==> src/ahb_defs.svh <==
`ifndef AHB_DEFS_SVH
`define AHB_DEFS_SVH

// HTRANS codes
`define TRN_IDLE   2'b00
`define TRN_NONSEQ 2'b10

`define SIZ_32BIT  3'b010 // HSIZE for one word
`define BUR_SINGLE 3'b000 // HBURST for a single transfer

// HRESP codes
`define RSP_OKAY   2'b00
`define RSP_ERROR  2'b01

`define MEM_WORDS  256 // words in the SRAM slave
`define SLAVE_WAIT 2   // wait states in every data phase

`endif

==> src/ahbPkg.sv <==
package ahbPkg;

	// request from a client into a master wrapper
	typedef struct packed {
		logic        write;
		logic [31:0] addr; // word address
		logic [31:0] wdata;
	} clientReqT;

	// response back to the client
	typedef struct packed {
		logic [31:0] rdata;
		logic        err; // set when the slave answered ERROR
	} clientRspT;

	// address-phase control that a master puts on the bus
	typedef struct packed {
		logic [1:0]  trans;
		logic        write;
		logic [2:0]  size;
		logic [2:0]  burst;
		logic [31:0] addr;
	} ahbAddrT;

	// slave response, shared by both masters
	typedef struct packed {
		logic        ready;
		logic [1:0]  resp;
		logic [31:0] rdata;
	} ahbRspT;

endpackage

==> src/ahbInterconnect.sv <==
`timescale 1ns/10ps
`include "ahb_defs.svh"

module ahbInterconnect (
	input  logic            HCLK,
	input  logic            arstN,
	input  logic [1:0]      busReq,
	output logic [1:0]      hgrant,
	input  ahbPkg::ahbAddrT addrPh0,
	input  ahbPkg::ahbAddrT addrPh1,
	input  logic [31:0]     hwdata0,
	input  logic [31:0]     hwdata1,
	input  ahbPkg::ahbRspT  busRsp,
	output ahbPkg::ahbAddrT haddrPh,
	output logic [31:0]     hwdata
);
	logic grantValid;
	logic addrOwner; // master that owns the address bus
	logic dataOwner; // master whose data phase is running
	logic dataActive;
	logic rrPtr; // master tried first at the next decision
	logic reDecide;
	logic pick;
	logic addrDone;

	// the owner keeps busReq high until its data phase has ended
	assign reDecide = !dataActive && !(grantValid && busReq[addrOwner]);
	assign pick = busReq[rrPtr] ? rrPtr : !rrPtr;
	assign addrDone = (haddrPh.trans == `TRN_NONSEQ) && busRsp.ready;

	always_ff @(posedge HCLK or negedge arstN) begin
		if (!arstN) begin
			grantValid <= 1'b0;
			addrOwner <= 1'b0;
			rrPtr <= 1'b0;
			dataActive <= 1'b0;
			dataOwner <= 1'b0;
		end else begin
			if (reDecide) begin
				grantValid <= |busReq;
				if (|busReq) begin
					addrOwner <= pick;
					rrPtr <= !pick; // the other master goes first next time
				end
			end
			if (addrDone) begin
				dataActive <= 1'b1;
				dataOwner <= addrOwner;
			end else if (dataActive && busRsp.ready) begin
				dataActive <= 1'b0;
			end
		end
	end

	assign hgrant = grantValid ? (addrOwner ? 2'b10 : 2'b01) : 2'b00;

	always_comb begin
		haddrPh = addrOwner ? addrPh1 : addrPh0;
		if (!grantValid) begin
			haddrPh.trans = `TRN_IDLE;
		end
	end

	assign hwdata = dataOwner ? hwdata1 : hwdata0;

endmodule

==> config.mk <==
export PLATFORM = sky130hd
export DESIGN_NAME = ahbInterconnect
export DESIGN_NICKNAME = d
export VERILOG_FILES = /design/src/ahbPkg.sv /design/src/ahbInterconnect.sv
export VERILOG_INCLUDE_DIRS = /design/src /design/src/src
export SDC_FILE = /design/constraint.sdc
export NUM_CORES = 1
export LEC_CHECK = 0
export BUFFER_PORTS_ARGS = -buffer_cell sky130_fd_sc_hd__buf_2
export CAP_MARGIN = 20
export CORE_AREA = 2 2 100 102
export CTS_CLUSTER_SIZE = 14
export DETAILED_ROUTE_END_ITERATION = 10
export DIE_AREA = 0 0 102 104
export HOLD_SLACK_MARGIN = 0.12
export PLACE_DENSITY = 0.46
export SYNTH_ARGS = -nofsm -noshare
export SYNTH_HDL_FRONTEND = slang
export SYNTH_SLANG_ARGS = --single-unit
==> constraint.sdc <==
create_clock -name HCLK -period 2 [get_ports HCLK]
set_input_delay 0.1 -clock HCLK [delete_from_list [all_inputs] [get_ports HCLK]]
set_output_delay 0.1 -clock HCLK [all_outputs]
set_load 0.02 [all_outputs]
# After elaboration in Yosys (flattened, before gate mapping)
# Cells that the tools add are included.
dict set report word_totals {
  regBits 5
  inputBits 185
  output_inout_bits 75
  word_cells 31
}
dict set report classes {
  order_cmp 2
  n_eq_ne 1
  muxes 12
  n_reduce_logical 11
}
# op count
set op_table {}
lappend op_table {{$mux W41} 1}
lappend op_table {{$mux W32} 1}
lappend op_table {{$mux W1} 7}
lappend op_table {{$mux W2} 3}
lappend op_table {{$logic_and A1 B1 Y1} 4}
lappend op_table {{$logic_not A1 Y1} 4}
lappend op_table {{$lt A1 B2 Y1 const B} 2}
lappend op_table {{$eq A2 B2 Y1 const B} 1}
lappend op_table {{$reduce_and A2 Y1} 1}
lappend op_table {{$reduce_bool A2 Y1} 1}
lappend op_table {{$reduce_or A2 Y1} 1}

# Depth between registers and ports, before layout
dict set report logic_depth {
  ltp_word 6
  ltp_mapped 4
  ltp_nobuf 3
}

# Worst setup path before layout
# OpenSTA, ideal clock, no wires.
dict set report synth_timing {
  kind {reg2out}
  start {reg dataOwner}
  end {out hwdata[19]}
  arrival_time_ns 1.024
  t_required_ns 1.900
  slack_ns 0.876
  path_stages_with_launch 4
  cell_sequence {dfrtp_1 > buf_2 > buf_4 > mux2_2}
}
dict set report synth_via {
  elab_chain_len 1
}
# item line_no
set synth_rtl {}
lappend synth_rtl {{from (decl)} ahbInterconnect.sv:19} ;# logic dataOwner;
lappend synth_rtl {{from (signal assigned)} ahbInterconnect.sv:48} ;# dataOwner <= addrOwner;
lappend synth_rtl {{$mux W32} ahbInterconnect.sv:64} ;# assign hwdata = dataOwner ? hwdata1 : hwdata0;
lappend synth_rtl {{to (decl)} ahbInterconnect.sv:15} ;# output logic [31:0] hwdata
# No other way between the ends.

==> impl_metrics.toml <==
[clock_tree]
cts_tree = "yes"
htreeDepth = 1
tritoncts.num_buffers = 3
clockRootBuffer = "clkbuf_8"
clock_path_buffers = 2
post_cts_resized = 0
cts.clk_slew.worst_paths_ps = 40
post-cts-setup-buffer-count = 0
clock_latency_ps = 220
clock_sinks = 5
holdBufCountCts = 2

[grt]
first_global_vias = 1595
gr-usage-all-layers_pct = 7.59
grt_antenna_before_repair = 0
overflow = 0
grt_max_degree = 37
global_route_wire_length_before_repair_mm = 6.69

[power]
vdd_ir_drop_max_mv = 0.383
p_leak_nw = 1.35
cellPowerDensity_nw_per_um2 = 927

[floorplan]
die_area_um2 = 10600
floorplan.initialDensity_pct = 12.6
placeableCoreArea_um2 = 9550
floorplan.rows = 36
ioPinCount = 260
floorplan.die.height_um = 104
chipWidth_um = 102

[run]
max_cap_violations = 0

[synth]
post_synthesis_cell_area_um2 = 1200
yosysUniqueCellTypes = 25
synthesis.nets = 302
ys.warnings.count = 0
avgSynthCellArea_um2 = 10.2
synthesized_netlist_cell_count = 117
synth_seq_area_share_pct = 10.4
ys_ff_latch = 5

[place]
placement.setup.worst_slack_ps = 547
detailed_place_hpwl_mm = 4.18
finalWeightedCongestion = 0.705
port_buffers = 225

[route]
routedWlPerCell_um = 10.0
final_antenna_net_count = 0
drtPass1Iterations = 4
first_iter_violations = 32
drt_total_wl_mm = 4.74
avgViaCountPerCell = 3.74
routed-via-count = 1768
drc_errors = 0

[critical_path]
arrival_ps = 1570
cp_cell_sequence = "buf_12 > mux2_2 > buf_2"
crit_path_max_incr_delay_ps = 530
worst_setup_path_end_kind = "output port"
crit_buf_inv = 2
start_kind = "flip-flop"
path_class = "reg -> out"
critical_path_cell_with_the_highest_stage_delay = "dfrtp_2"
crit_family = "flip-flops"
worst_ep_required_time_ps = 1900
worstPathMaxFanout = 36

[sta]
timing.slew.headroom_pct = 72.4
final_critical_path_setup_slack_ps = 333
maxSlewViolCount = 0
max_clock_freq_mhz = 600
timing.final.hold_violations = 0
fin_worst_skew_ps = 1.49
timing.final.crit_share_pct = 83.3
setup_repair_after_global_routing_missed_its_margin = "no"
totalNegativeSetupSlack_ps = 0
period_needed_ps = 1670
pin_slew_with_the_least_headroom_to_its_limit_ps = 414
final-setup-viol-count = 0

[final_layout]
insertedDiodeCount = 0
final_nets = 526
register_area_um2 = 126
filler_cell_count = 1056
multi_input_comb_area_um2 = 996
most-common-layout-cells = "buf_2 (225), mux2_2 (68), nand2_1 (5), nor2b_1 (4), dfrtp_1 (4)"
area.growth.synth_to_final_pct = 109
layout_commonest_cell = "buf_2"
layout-drive-gt1-share_pct = 89.4

[worst_hold_path]
hold_path.class = "in -> reg"

[status]
outcome = "complete, no violations"
power by group:
group / total (mW) / switching, mW / internal (mW)
clock: 0.185 / 0.0483 / 0.137
combinational: 1.94 / 1.03 / 0.918
sequential: 0.198 / 0.0608 / 0.137
per-layer routing:
layer / share of wire, % / global-route usage (%) / wire, um
met1: 33 / 6.01 / 1550
met2: 55 / 17.2 / 2600
met3: 12 / 2.62 / 577
met4: 0.13 / 0.286 / 6
met5: 0 / 0 / 0
Yosys cell counts:
cell type | instances | area [um^2]
a21oi_1 | 2 | 10.0
a21oi_2 | 1 | 8.76
a22oi_1 | 1 | 7.51
a31oi_1 | 1 | 6.26
and2_1 | 1 | 6.26
buf_2 | 5 | 25.0
buf_4 | 2 | 15.0
buf_6 | 3 | 33.8
dfrtp_1 | 5 | 125
inv_1 | 1 | 3.75
mux2_2 | 68 | 766
mux2_4 | 3 | 45.0
mux2i_1 | 2 | 20.0
nand2_1 | 5 | 18.8
nand2b_1 | 2 | 12.5
nand4_1 | 1 | 6.26
nor2_1 | 3 | 11.3
nor2b_1 | 4 | 25.0
nor3_1 | 1 | 5.00
nor3_2 | 1 | 10.0
o21ai_0 | 1 | 5.00
o22ai_1 | 1 | 6.26
o2bb2ai_1 | 1 | 8.76
o32ai_1 | 1 | 8.76
or3b_1 | 1 | 8.76
logic make-up (layout without fill, tap and decap cells):
kind of cell           count (synthesis)  in the layout  share of synthesized area (%)
AOI/OAI and AO/OA                      9              9                           5.12
buffers and inverters                 11            234                           6.47
DFF                                    5              5                           10.4
muxes                                 73             73                           69.3
and+or+nand+nor                       19             19                           8.66
sequential cells by signal, summed over array words and instances (netlist names):
register,count
rrPtr,1
dataActive,1
grantValid,1
dataOwner,1
addrOwner,1
worst paths after layout:
path,end,slack [ps],depth (start not counted),from
setup / recovery,haddrPh[10],330,3,addrOwner
hold / removal,addrOwner,190,3,busReq[1]
setup reg to reg,rrPtr,860,3,dataActive
hold reg to reg,grantValid,570,1,dataActive
max in group asynchronous,addrOwner,1590,2,arstN
min in group asynchronous,grantValid,260,2,arstN
through the flow:
step	area, um^2	power (mW)	std cells	util [%]	hold slack [ps]
2_1_floorplan	1200	1.63	117	-	-196
3_3_place_gp	2450	2.15	467	25.6	-76.6
3_5_place_dp	2450	2.17	467	25.6	-75.1
4_1_cts	2510	2.36	473	26.3	193
5_1_grt	2510	2.49	473	26.3	211
6_report	2510	2.33	473	26.3	192
worst register-to-register path, delay by kind of cell (launching register included):
| kind | cells | cell delay [ps] |
|---|---|---|
| compound gates | 1 | 160 |
| flops | 1 | 420 |
| simple gates | 2 | 450 |
layout make-up:
type	instances	area share [%]
clock buffer	4	1.79
inverter	1	0.149
multi-input combinational	101	39.7
sequential	5	5.03
tap	133	6.63
timing repair buffer	229	46.7
Power figures use the tool's default switching activity.
