<file path="src/ahb_defs.svh">
`ifndef AHB_DEFS_SVH
`define AHB_DEFS_SVH

// HTRANS codes
`define TRN_IDLE   2'b00
`define TRN_NONSEQ 2'b10

`define SIZ_32BIT  3'b010 // HSIZE for one word
`define BUR_SINGLE 3'b000 // HBURST for a single transfer

// HRESP codes
`define RSP_OKAY   2'b00
`define RSP_ERROR  2'b01

`define MEM_WORDS  256 // words in the SRAM slave
`define SLAVE_WAIT 2   // wait states in every data phase

`endif

</file>
<file path="src/ahbPkg.sv">
package ahbPkg;

	// request from a client into a master wrapper
	typedef struct packed {
		logic        write;
		logic [31:0] addr; // word address
		logic [31:0] wdata;
	} clientReqT;

	// response back to the client
	typedef struct packed {
		logic [31:0] rdata;
		logic        err; // set when the slave answered ERROR
	} clientRspT;

	// address-phase control that a master puts on the bus
	typedef struct packed {
		logic [1:0]  trans;
		logic        write;
		logic [2:0]  size;
		logic [2:0]  burst;
		logic [31:0] addr;
	} ahbAddrT;

	// slave response, shared by both masters
	typedef struct packed {
		logic        ready;
		logic [1:0]  resp;
		logic [31:0] rdata;
	} ahbRspT;

endpackage

</file>
<file path="src/ahbMasterIo.sv">
`timescale 1ns/10ps
`include "ahb_defs.svh"

module ahbMasterIo (
	input  logic              HCLK,
	input  logic              arstN,
	input  ahbPkg::clientReqT req,
	input  logic              reqValid,
	output logic              reqReady,
	output ahbPkg::clientRspT rsp,
	output logic              rspValid,
	input  logic              rspReady,
	output logic              busReq,
	input  logic              hgrant,
	output ahbPkg::ahbAddrT   addrPh,
	output logic [31:0]       hwdata,
	input  ahbPkg::ahbRspT    busRsp
);
	import ahbPkg::*;

	typedef enum logic [2:0] {
		IDLE,
		REQ,
		ADDR,
		DATA,
		RSP
	} stateT;

	stateT     state;
	stateT     nextState;
	clientReqT reqQ; // request held for the whole transfer
	clientRspT rspQ;

	assign reqReady = (state == IDLE);
	assign rspValid = (state == RSP);
	assign busReq = (state == REQ) || (state == ADDR) || (state == DATA);
	assign rsp = rspQ;

	always_comb begin
		nextState = state;
		case (state)
			IDLE: begin
				if (reqValid) begin
					nextState = REQ;
				end
			end
			REQ: begin
				if (hgrant && busRsp.ready) begin // bus is ours and free
					nextState = ADDR;
				end
			end
			ADDR: begin
				if (busRsp.ready) begin
					nextState = DATA;
				end
			end
			DATA: begin
				if (busRsp.ready) begin
					nextState = RSP;
				end
			end
			RSP: begin
				if (rspReady) begin
					nextState = IDLE;
				end
			end
			default: begin
				nextState = IDLE;
			end
		endcase
	end

	always_ff @(posedge HCLK or negedge arstN) begin
		if (!arstN) begin
			state <= IDLE;
		end else begin
			state <= nextState;
		end
	end

	always_ff @(posedge HCLK) begin
		if (state == IDLE && reqValid) begin
			reqQ <= req;
		end
		if (state == DATA && busRsp.ready) begin // end of data phase
			rspQ.rdata <= reqQ.write ? 32'd0 : busRsp.rdata;
			rspQ.err <= (busRsp.resp == `RSP_ERROR);
		end
	end

	always_comb begin
		addrPh.trans = (state == ADDR) ? `TRN_NONSEQ : `TRN_IDLE;
		addrPh.write = reqQ.write;
		addrPh.size = `SIZ_32BIT;
		addrPh.burst = `BUR_SINGLE;
		addrPh.addr = reqQ.addr;
	end

	// write data only while our data phase runs
	assign hwdata = (state == DATA && reqQ.write) ? reqQ.wdata : 32'd0;

endmodule

</file>
<file path="config.mk">
export PLATFORM = sky130hd
export DESIGN_NAME = ahbMasterIo
export DESIGN_NICKNAME = d
export VERILOG_FILES = /design/src/ahbPkg.sv /design/src/ahbMasterIo.sv
export VERILOG_INCLUDE_DIRS = /design/src /design/src/src
export SDC_FILE = /design/constraint.sdc
export NUM_CORES = 1
export LEC_CHECK = 0
export BUFFER_PORTS_ARGS = -buffer_cell sky130_fd_sc_hd__buf_2
export CORE_MARGIN = 2
export CORE_UTILIZATION = 48
export CTS_CLUSTER_SIZE = 20
export DETAILED_ROUTE_END_ITERATION = 8
export PLACE_DENSITY_LB_ADDON = 0.15
export SLEW_MARGIN = 30
export SYNTH_ARGS = -nofsm -noshare
export SYNTH_HDL_FRONTEND = slang
export SYNTH_SLANG_ARGS = --single-unit
export TNS_END_PERCENT = 100
</file>
<file path="constraint.sdc">
create_clock -name HCLK -period 11.5 [get_ports HCLK]
set_input_delay 2.3 -clock HCLK [delete_from_list [all_inputs] [get_ports HCLK]]
set_output_delay 2.3 -clock HCLK [all_outputs]
set_load 0.05 [all_outputs]
</file>
Word-level counts from Yosys, hierarchy flattened --
Index checks and enable logic that the tools add are counted.
Word-level totals: input port bits 105, logic and storage cells 32, bits in registers 101
Cells by class: multiplexer cells 8, eq/ne operators 10, reductions and logical operators 8
Operators with widths (count):
- $mux 32 | 1
- $mux 3 | 5
- $pmux 3 s5 | 1
- $eq 3x2->1 const B | 2
- $ne 2x2->1 const B | 3
- $reduce_and 5->1 | 1
- $logic_and 1x1->1 | 4
- $ne 2x1->1 const B | 2
- $eq 3x1->1 const B | 1
- $eq 3x3->1 const B | 1
- $logic_not 3->1 | 1
- $eq 2x1->1 const B | 1
- $logic_or 1x1->1 | 2
- $mux 2 | 1

Logic depth before layout (Yosys ltp) --
Gate-level depths: netlist of the first run.
word-level depth 3, mapped depth 5, mapped depth without buffers 3

Least setup slack after synthesis of the first run --
OpenSTA, ideal clock, no wires.
kind input to register, from input port reqValid, to register reqQ (netlist bit addrPh[0]), enable pin, required time 10932 ps, buffers on the path 0, stages 2, arrival time 6778 ps, setup time 568 ps, setup slack 4154 ps, path through nand2b_1 -> nor3_1
On the way: word-level cells in the longest chain between the ends 1
RTL lines:
- from (decl) | line ahbMasterIo.sv:8 | input logic reqValid,
- $logic_and 1x1->1 | line ahbMasterIo.sv:82 | if (state == IDLE && reqValid) begin
- to (signal assigned) | line ahbMasterIo.sv:83 | reqQ <= req;
- to (decl) | line ahbMasterIo.sv:31 | clientReqT reqQ;
No other way between the ends. A chain may end at the register's enable or synchronous reset.

Final worst setup path of the first run --
from register state[2], to output port hwdata[15]
On the way: word-level cells in the longest chain between the ends 3
RTL lines:
- from (decl) | line ahbMasterIo.sv:29 | stateT state;
- from (signal assigned) | line ahbMasterIo.sv:77 | state <= nextState;
- $eq 3x2->1 | line ahbMasterIo.sv:100 | assign hwdata = (state == DATA && reqQ.write) ? reqQ.wdata : 32'd0;
- $logic_and 1x1->1 | line ahbMasterIo.sv:100
- $mux 32 | line ahbMasterIo.sv:100
- to (decl) | line ahbMasterIo.sv:16 | output logic [31:0] hwdata,
No other way between the ends.

==> results of run 1 <==
==> registers in the layout (all words and copies together), names as in the netlist <==
name / cells
state: 3
rsp: 33
addrPh: 33
reqQ: 32
==> Yosys cell counts (all sizes together) <==
cell type and instances:
a21o 1, a21oi 1, a31oi 1, and2 32, buf 44, clkbuf 3, conb 2, dfrtp 3
edfxtp 98, inv 1, nand2 4, nand2b 4, nand3b 1, nand4b 1, nor2 5, nor2b 33
nor3 2, o22ai 1
==> metrics by stage <==
step | power, W | instances
finish | 0.00109 | 526
global route | 0.00114 | 526
CTS | 0.00110 | 526
detailed placement | 0.000878 | 510
global placement | 0.000872 | 510
floorplan | 0.000827 | 242
==> layout by cell type, fill, tap and decap left out, drive strengths merged <==
master and count:
buf 210, edfxtp 98, nor2b 33, and2 32
clkbuf 9, conb 7, nor2 5, nand2 4
nand2b 4, inv 4, dfrtp 3, nor3 2
clkinv 2, nand4b 1, a21oi 1, a21o 1
nand3b 1, a31oi 1, o22ai 1, bufinv 1
clkinvlp 1
==> critical path, stage by stage (launching register included) <==
cell      delay, ns
dfrtp_1        0.45
nand2b_2       0.26
nor2_4         0.48
and2_2         0.25
buf_2          0.26
==> power breakdown <==
part           switching [W]  total (W)  internal [W]
clock               0.000120   0.000222      0.000102
sequential         0.0000218   0.000511      0.000489
combinational       0.000278   0.000354     0.0000754
total               0.000420    0.00109      0.000666
==> per-layer routing <==
| metal | up-vias | part of all wire | wire (µm) | track usage |
|---|---|---|---|---|
| met5 | - | 0 | 0 | 0 |
| met4 | 0 | 0.019 | 144 | 0.0845 |
| met3 | 13 | 0.13 | 976 | 0.0686 |
| met2 | 139 | 0.50 | 3690 | 0.271 |
| met1 | 1062 | 0.35 | 2640 | 0.173 |
| li1 | 1130 | - | - | - |
==> path summary, 6_finish.rpt <==
check                                          start                   end  slack (ns)  cells after the start
worst max register to register  state[0]$_DFFE_PN0P_    reqQ[28]$_DFFE_PP_        9.73                      3
worst min-delay path            state[2]$_DFFE_PN0P_  state[1]$_DFFE_PN0P_        0.57                      1
min in group asynchronous                      arstN  state[2]$_DFFE_PN0P_        1.73                      1
max in group asynchronous                      arstN  state[1]$_DFFE_PN0P_        9.66                      1
worst max-delay path            state[2]$_DFFE_PN0P_            hwdata[15]        7.15                      4
worst min register to register  state[2]$_DFFE_PN0P_  state[1]$_DFFE_PN0P_        0.57                      1
==> area by class of cell <==
cell class	count	area, µm²
Clock buffer	9	124
Clock inverter	7	72.6
Fill cell	675	3090
Inverter	1	3.75
Multi-Input combinational cell	93	597
Sequential cell	101	3020
Tap cell	105	131
Timing Repair Buffer	210	1060
==> cells by family after synthesis <==
family | count (synthesis)
flops | 101
buf+inv | 48
simple gates | 82
other cells | 2
compound gates | 4
==> impl_metrics.csv, run 1 <==
group,metric,value,unit
sta,maxSlewViolCount,0,
finish,final_nets,521,
finish,antennaDiodeCount,0,
synth,synth_top_family_by_area,"simple AND/OR/NAND/NOR gates",
grt,grt_start_max_net_pins,51,
setup_path,end_kind,"primary output",
detailed_routing,vias_per_cell,4.46,
sta,post-route-min-period,4.35,ns
finish,drive_gt1_frac,0.613,
setup_path,required,9.20,ns
floorplanning,coreArea,0.00809,mm²
sta,slew_headroom,0.595,
cts,cts_resized,0,
synth,ys_types,23,
synth,yosys_warnings,0,
grt,antenna_found_initial,0,
job,max_cap_violations,0,
detailed_routing,drt_iter0_markers,86,
detailed_routing,dr.pass1.iters,4,
grt,overflow,0,
detailed_routing,wl_per_cell,14.2,µm
grt,grt_util_all_layers,0.161,
floorplanning,die_area,0.00895,mm²
synth,syn_area_per_cell,16.6,µm²
hold_path,worstHoldPathType,"flop to flop",
finish,final_area,0.00501,mm²
setup_path,worstPathMaxFanout,32,
floorplanning,start_util,0.487,
sta,layout_setup_ws,7.15,ns
grt,grt_pass1_vias,2246,
place,place.gp.congestion,0.756,
cts,clock_sinks,101,
place,post_dp_cell_area,0.00481,mm²
cts,cts.path.max_buffers,2,
cts,post_cts_buffers,0,
sta,setup_viol,0,
cts,h-tree-depth,3,
run_status,outcome,"finished, final reports clean",
synth,synth-xor-area-share,0,
floorplanning,rows,33,
finish,final_util,0.619,
synth,yosysTopAreaCellShare,0.746,
sta,rsz0062_at_grt,"no",
sta,worst-slew-pin-transition,0.607,ns
detailed_routing,via_count,2344,
synth,syn_inst,237,
synth,post_synth_fa_ha_maj_area_fraction,0,
place,dp_slack,7.48,ns
sta,min_period_over_period,0.379,
synth,ys_top_cells_by_area,"edfxtp_1 75%, buf_4 7.6%, and2_2 5.3%",
sta,setup_tns,0,ns
sta,finClkSkew,0.0104,ns
setup_path,worstSetupPathType,"flop to primary output",
cts,clock_latency,0.35,ns
synth,synth_mux_area_frac,0,
grt,grt_pass1_wl,10600,µm
pwr,p_leak,2.19,nW
setup_path,arrival,2.05,ns
sta,fmax,230,MHz
detailed_routing,drc,0,
pwr,vdd_drop_max,109,µV
place,numPortBuffers,206,
sta,whs,0.567,ns
detailed_routing,wl,7450,µm
sta,hold_viol_final,0,
detailed_routing,ant_nets,0,
floorplanning,dieWidth,94.6,µm
pwr,power_density,217,mW/mm²
place,dp_hpwl,5530,µm
synth,yosys.area.top_type,"edfxtp_1",
cts,cts_tree,"done",
synth,synth_compound_area_frac,0.00666,
cts,cts_made_buffers,9,
synth,syn-cell-area,0.00394,mm²
synth,ys_seq_elements,101,
synth,synth-simple-area-share,0.136,
synth,yosysSeqAreaShare,0.765,
cts,path_clk_slew,0.09,ns
floorplanning,die_h,94.6,µm
finish,syn_to_final_growth,27.0,%
setup_path,start_kind,"flop",
cts,holdBufCountCts,0,
cts,root_buffer,"clkbuf_8",
floorplanning,io_pins,214,
(Power assumes the default switching activity.)
==> run 2, diff against run 1 <==
--- a/config.mk
+++ b/config.mk
@@ -8,7 +8,7 @@
 export LEC_CHECK = 0
 export BUFFER_PORTS_ARGS = -buffer_cell sky130_fd_sc_hd__buf_2
 export CORE_MARGIN = 2
-export CORE_UTILIZATION = 48
+export CORE_UTILIZATION = 44
 export CTS_CLUSTER_SIZE = 20
 export DETAILED_ROUTE_END_ITERATION = 8
 export PLACE_DENSITY_LB_ADDON = 0.15
==> constraint.sdc (replaced) <==
create_clock -name HCLK -period 4.2 [get_ports HCLK]
set_input_delay 0.84 -clock HCLK [delete_from_list [all_inputs] [get_ports HCLK]]
set_output_delay 0.84 -clock HCLK [all_outputs]
set_load 0.05 [all_outputs]
==> impl_metrics.csv, run 2 (synthesis results as in run 1) <==
group,metric,value,unit
finish,final_nets,521,
detailed_routing,vias_per_cell,4.44,
detailed_routing,wl,7600,µm
cts,cts_made_buffers,9,
detailed_routing,wl_per_cell,14.4,µm
grt,overflow,0,
setup_path,worstPathMaxFanout,32,
sta,worst-slew-pin-transition,0.552,ns
setup_path,crit_slowest_cell,"dfrtp_1",
sta,setup_viol,0,
sta,post-route-min-period,2.92,ns
hold_path,worstHoldPathType,"input port to async pin",
cts,clock_sinks,101,
setup_path,required,3.36,ns
setup_path,max_stage_delay,0.48,ns
grt,grt_util_all_layers,0.154,
finish,antennaDiodeCount,0,
detailed_routing,drt_iter0_markers,32,
floorplanning,dieWidth,98.7,µm
sta,finClkSkew,0.0110,ns
place,place.gp.congestion,0.761,
cts,post_cts_buffers,0,
cts,holdBufCountCts,0,
setup_path,path_cells,"nand2b_2 -> nor2_4 -> and2_2 -> buf_2",
finish,final_common_cell,"buf_2",
finish,final_cell_mix,"206 x buf_2, 98 x edfxtp_1, 33 x nor2b_1",
cts,h-tree-depth,3,
grt,grt_start_max_net_pins,44,
place,numPortBuffers,206,
finish,nFillCells,756,
pwr,p_leak,2.22,nW
finish,drive_gt1_frac,0.615,
place,dp_hpwl,5740,µm
setup_path,arrival,2.08,ns
floorplanning,io_pins,214,
detailed_routing,dr.pass1.iters,4,
sta,rsz0062_at_grt,"no",
cts,cts_tree,"done",
floorplanning,rows,34,
detailed_routing,drc,0,
pwr,power_density,609,mW/mm²
grt,grt_pass1_wl,11400,µm
sta,layout_setup_ws,1.28,ns
floorplanning,die_area,0.00973,mm²
sta,fmax,342,MHz
sta,hold_viol_final,0,
place,dp_slack,1.58,ns
floorplanning,die_h,98.7,µm
setup_path,worstSetupPathType,"flop to primary output",
sta,maxSlewViolCount,0,
sta,slew_headroom,0.631,
cts,cts.path.max_buffers,2,
setup_path,start_kind,"flop",
run_status,outcome,"finished, final reports clean",
detailed_routing,via_count,2351,
grt,antenna_found_initial,0,
cts,cts_resized,0,
cts,path_clk_slew,0.08,ns
job,max_cap_violations,0,
floorplanning,start_util,0.452,
cts,root_buffer,"clkbuf_8",
floorplanning,coreArea,0.00872,mm²
cts,clock_latency,0.36,ns
sta,min_period_over_period,0.696,
detailed_routing,ant_nets,0,
sta,setup_tns,0,ns
grt,grt_pass1_vias,2337,
setup_path,end_kind,"primary output",
pwr,vdd_drop_max,259,µV
finish,syn_to_final_growth,28.3,%
## run 2: cell count changes in the layout (fill, tap and decap cells not counted), sizes merged
cell      delta
clkinvlp     -1
bufinv       +2
inv          -3
clkinv       +2
## run 2: through the flow
step	std cells	power (W)	cell area [µm²]	hold slack, ns	util
floorplan	242	0.00225	3970	0.502	-
global placement	513	0.00240	4820	0.566	0.553
detailed placement	513	0.00241	4820	0.590	0.553
CTS	529	0.00312	5060	0.252	0.580
global route	529	0.00321	5060	0.255	0.580
finish	529	0.00308	5060	0.276	0.580
## run 2: final cells by class
| type | instances | area (µm²) | share of cell area |
|---|---|---|---|
| multi-input cells | 93 | 603 | 0.119 |
| flip-flops and latches | 101 | 3020 | 0.597 |
| clock inverters | 7 | 114 | 0.0225 |
| inverters | 1 | 3.75 | 0.000742 |
| well taps | 108 | 135 | 0.0267 |
| repair buffers | 210 | 1060 | 0.210 |
| clock buffers | 9 | 124 | 0.0245 |
## run 2: metal layers
metal,GRT usage,up-vias,part of all wire
met5,0,-,0
met4,0.0738,0,0.020
met3,0.0752,14,0.12
met2,0.256,127,0.50
met1,0.166,1083,0.36
li1,-,1127,-
## run 2: report_power, final
group | total [W] | internal [W] | switching, W
combinational | 0.000971 | 0.000208 | 0.000762
clock | 0.000713 | 0.000394 | 0.000319
sequential | 0.00140 | 0.00134 | 0.0000611
total | 0.00308 | 0.00194 | 0.00114
## run 2: worst paths after layout
| path | startpoint | endpoint | slack [ns] | cells after the start |
|---|---|---|---|---|
| setup / recovery | state[2]$_DFFE_PN0P_ | hwdata[3] | 1.28 | 4 |
| hold / removal | arstN | state[2]$_DFFE_PN0P_ | 0.28 | 1 |
| setup reg to reg | state[0]$_DFFE_PN0P_ | addrPh[2]$_DFFE_PP_ | 2.49 | 3 |
| hold reg to reg | state[2]$_DFFE_PN0P_ | state[1]$_DFFE_PN0P_ | 0.60 | 1 |
| max in group asynchronous | arstN | state[0]$_DFFE_PN0P_ | 3.81 | 1 |
| min in group HCLK | state[2]$_DFFE_PN0P_ | state[1]$_DFFE_PN0P_ | 0.60 | 1 |
## run 2: critical path, delay by kind of cell, from the launching register on
family | cells | cell delay (ns)
AND/OR/NAND/NOR | 3 | 0.99
flip-flops | 1 | 0.48
buffers and inverters | 1 | 0.26
==> run 3, diff against run 2 <==
==> constraint.sdc (replaced) <==
create_clock -name HCLK -period 2.9 [get_ports HCLK]
set_input_delay 0.58 -clock HCLK [delete_from_list [all_inputs] [get_ports HCLK]]
set_output_delay 0.58 -clock HCLK [all_outputs]
set_load 0.05 [all_outputs]
==> impl_metrics.csv, run 3 (synthesis results as in run 1) <==
group,metric,value,unit
hold_path,hold_start,"req[18]",
job,max_cap_violations,0,
setup_path,path_cells,"nand2b_2 -> nor2_4 -> and2_2 -> buf_2",
setup_path,end_kind,"primary output",
grt,grt_pass1_vias,2276,
floorplanning,die_area,0.00973,mm²
finish,final_common_cell,"buf_2",
place,dp_hpwl,5670,µm
place,numPortBuffers,206,
setup_path,worstSetupPathType,"flop to primary output",
floorplanning,coreArea,0.00872,mm²
sta,setup_tns,0,ns
detailed_routing,ant_nets,0,
setup_path,arrival,2.08,ns
detailed_routing,dr.pass1.iters,4,
setup_path,critPathLaunch,"state[2]$_DFFE_PN0P_",
setup_path,path_delay_family,"simple AND/OR/NAND/NOR gates",
setup_path,crit_buf_inv,1,
finish,register_area,0.00302,mm²
cts,cts_made_buffers,9,
setup_path,max_stage_delay,0.49,ns
grt,antenna_found_initial,1,
finish,drive_gt1_frac,0.610,
pwr,p_leak,2.19,nW
setup_path,worstPathMaxFanout,32,
cts,cts_tree,"done",
cts,h-tree-depth,3,
finish,nFillCells,731,
floorplanning,rows,34,
grt,grt_start_max_net_pins,65,
finish,final_cell_mix,"206 x buf_2, 98 x edfxtp_1, 33 x nor2b_1",
sta,worst-slew-pin-transition,0.563,ns
cts,clock_latency,0.35,ns
finish,final_nets,521,
floorplanning,io_pins,214,
sta,rsz0062_at_grt,"no",
grt,grt_util_met2,0.246,
detailed_routing,drt_iter0_markers,63,
grt,grt_pass1_wl,11400,µm
hold_path,worstHoldPathType,"input port to flop",
detailed_routing,vias_per_cell,4.47,
sta,finClkSkew,0.0117,ns
detailed_routing,drc,0,
sta,slew_headroom,0.624,
detailed_routing,wl_per_cell,14.5,µm
sta,hold_viol_final,0,
grt,grt_util_all_layers,0.154,
sta,fmax,376,MHz
floorplanning,start_util,0.452,
grt,grt_util_met1,0.175,
floorplanning,die_h,98.7,µm
setup_path,start_kind,"flop",
sta,layout_setup_ws,0.242,ns
floorplanning,dieWidth,98.7,µm
cts,post_cts_buffers,0,
setup_path,required,2.32,ns
setup_path,crit_slowest_cell,"nor2_4",
sta,maxSlewViolCount,0,
grt,top_usage_layer,"met2",
pwr,vdd_drop_max,344,µV
run_status,outcome,"finished, final reports clean",
sta,min_period_over_period,0.917,
cts,cts.path.max_buffers,2,
cts,clock_sinks,101,
sta,post-route-min-period,2.66,ns
cts,root_buffer,"clkbuf_8",
finish,syn_to_final_growth,27.3,%
place,place.gp.congestion,0.729,
grt,overflow,0,
detailed_routing,via_count,2364,
setup_path,rr_startpoint,"state[0]$_DFFE_PN0P_",
cts,cts_resized,0,
place,dp_slack,0.571,ns
finish,multiInputGateArea,603,µm²
finish,antennaDiodeCount,0,
detailed_routing,wl,7690,µm
cts,path_clk_slew,0.10,ns
pwr,power_density,850,mW/mm²
sta,setup_viol,0,
grt,met3_usage,0.0950,
run 3: stage by stage:
stage / instances / hold slack (ns) / area [µm²] / total power, W / util
2_1_floorplan: 242 / 0.284 / 3970 / 0.00326 / -
3_3_place_gp: 512 / 0.379 / 4830 / 0.00348 / 0.553
3_5_place_dp: 512 / 0.382 / 4830 / 0.00350 / 0.553
4_1_cts: 529 / 0.367 / 5020 / 0.00433 / 0.575
5_1_grt: 529 / 0.348 / 5020 / 0.00446 / 0.575
6_report: 529 / 0.391 / 5020 / 0.00426 / 0.575
run 3: where the power goes:
part | total [W] | switching, W | internal (W)
clock network | 0.000818 | 0.000492 | 0.000326
registers | 0.00203 | 0.0000890 | 0.00194
logic | 0.00142 | 0.00111 | 0.000310
run 3: routing by layer:
layer,share of wire,routed length (µm)
met2,0.48,3670
met3,0.13,968
met4,0.0097,75
met1,0.39,2960
met5,0.0017,13
run 3: path summary, 6_finish.rpt:
kind                       slack [ns]                    to  cells after the start
setup / recovery                 0.24             hwdata[7]                      4
hold / removal                   0.39    reqQ[18]$_DFFE_PP_                      1
setup reg to reg                 1.28   addrPh[9]$_DFFE_PP_                      3
hold reg to reg                  0.60  state[0]$_DFFE_PN0P_                      1
max in group asynchronous        2.24  state[0]$_DFFE_PN0P_                      2
min in group asynchronous        0.55  state[2]$_DFFE_PN0P_                      2
run 3: layout make-up:
cell class                 instances  share of cell area
sequential                       101               0.601
tap                              108              0.0269
inverter                           1            0.000748
clock inverter                     7              0.0115
timing repair buffer             210               0.214
clock buffer                       9              0.0247
multi-input combinational         93               0.120
run 3: what timing repair did:
item	4_1_cts	5_1_grt
endpoints found under the hold margin	3	0
hold buffers	1	0
endpoints found under the setup margin	0	0
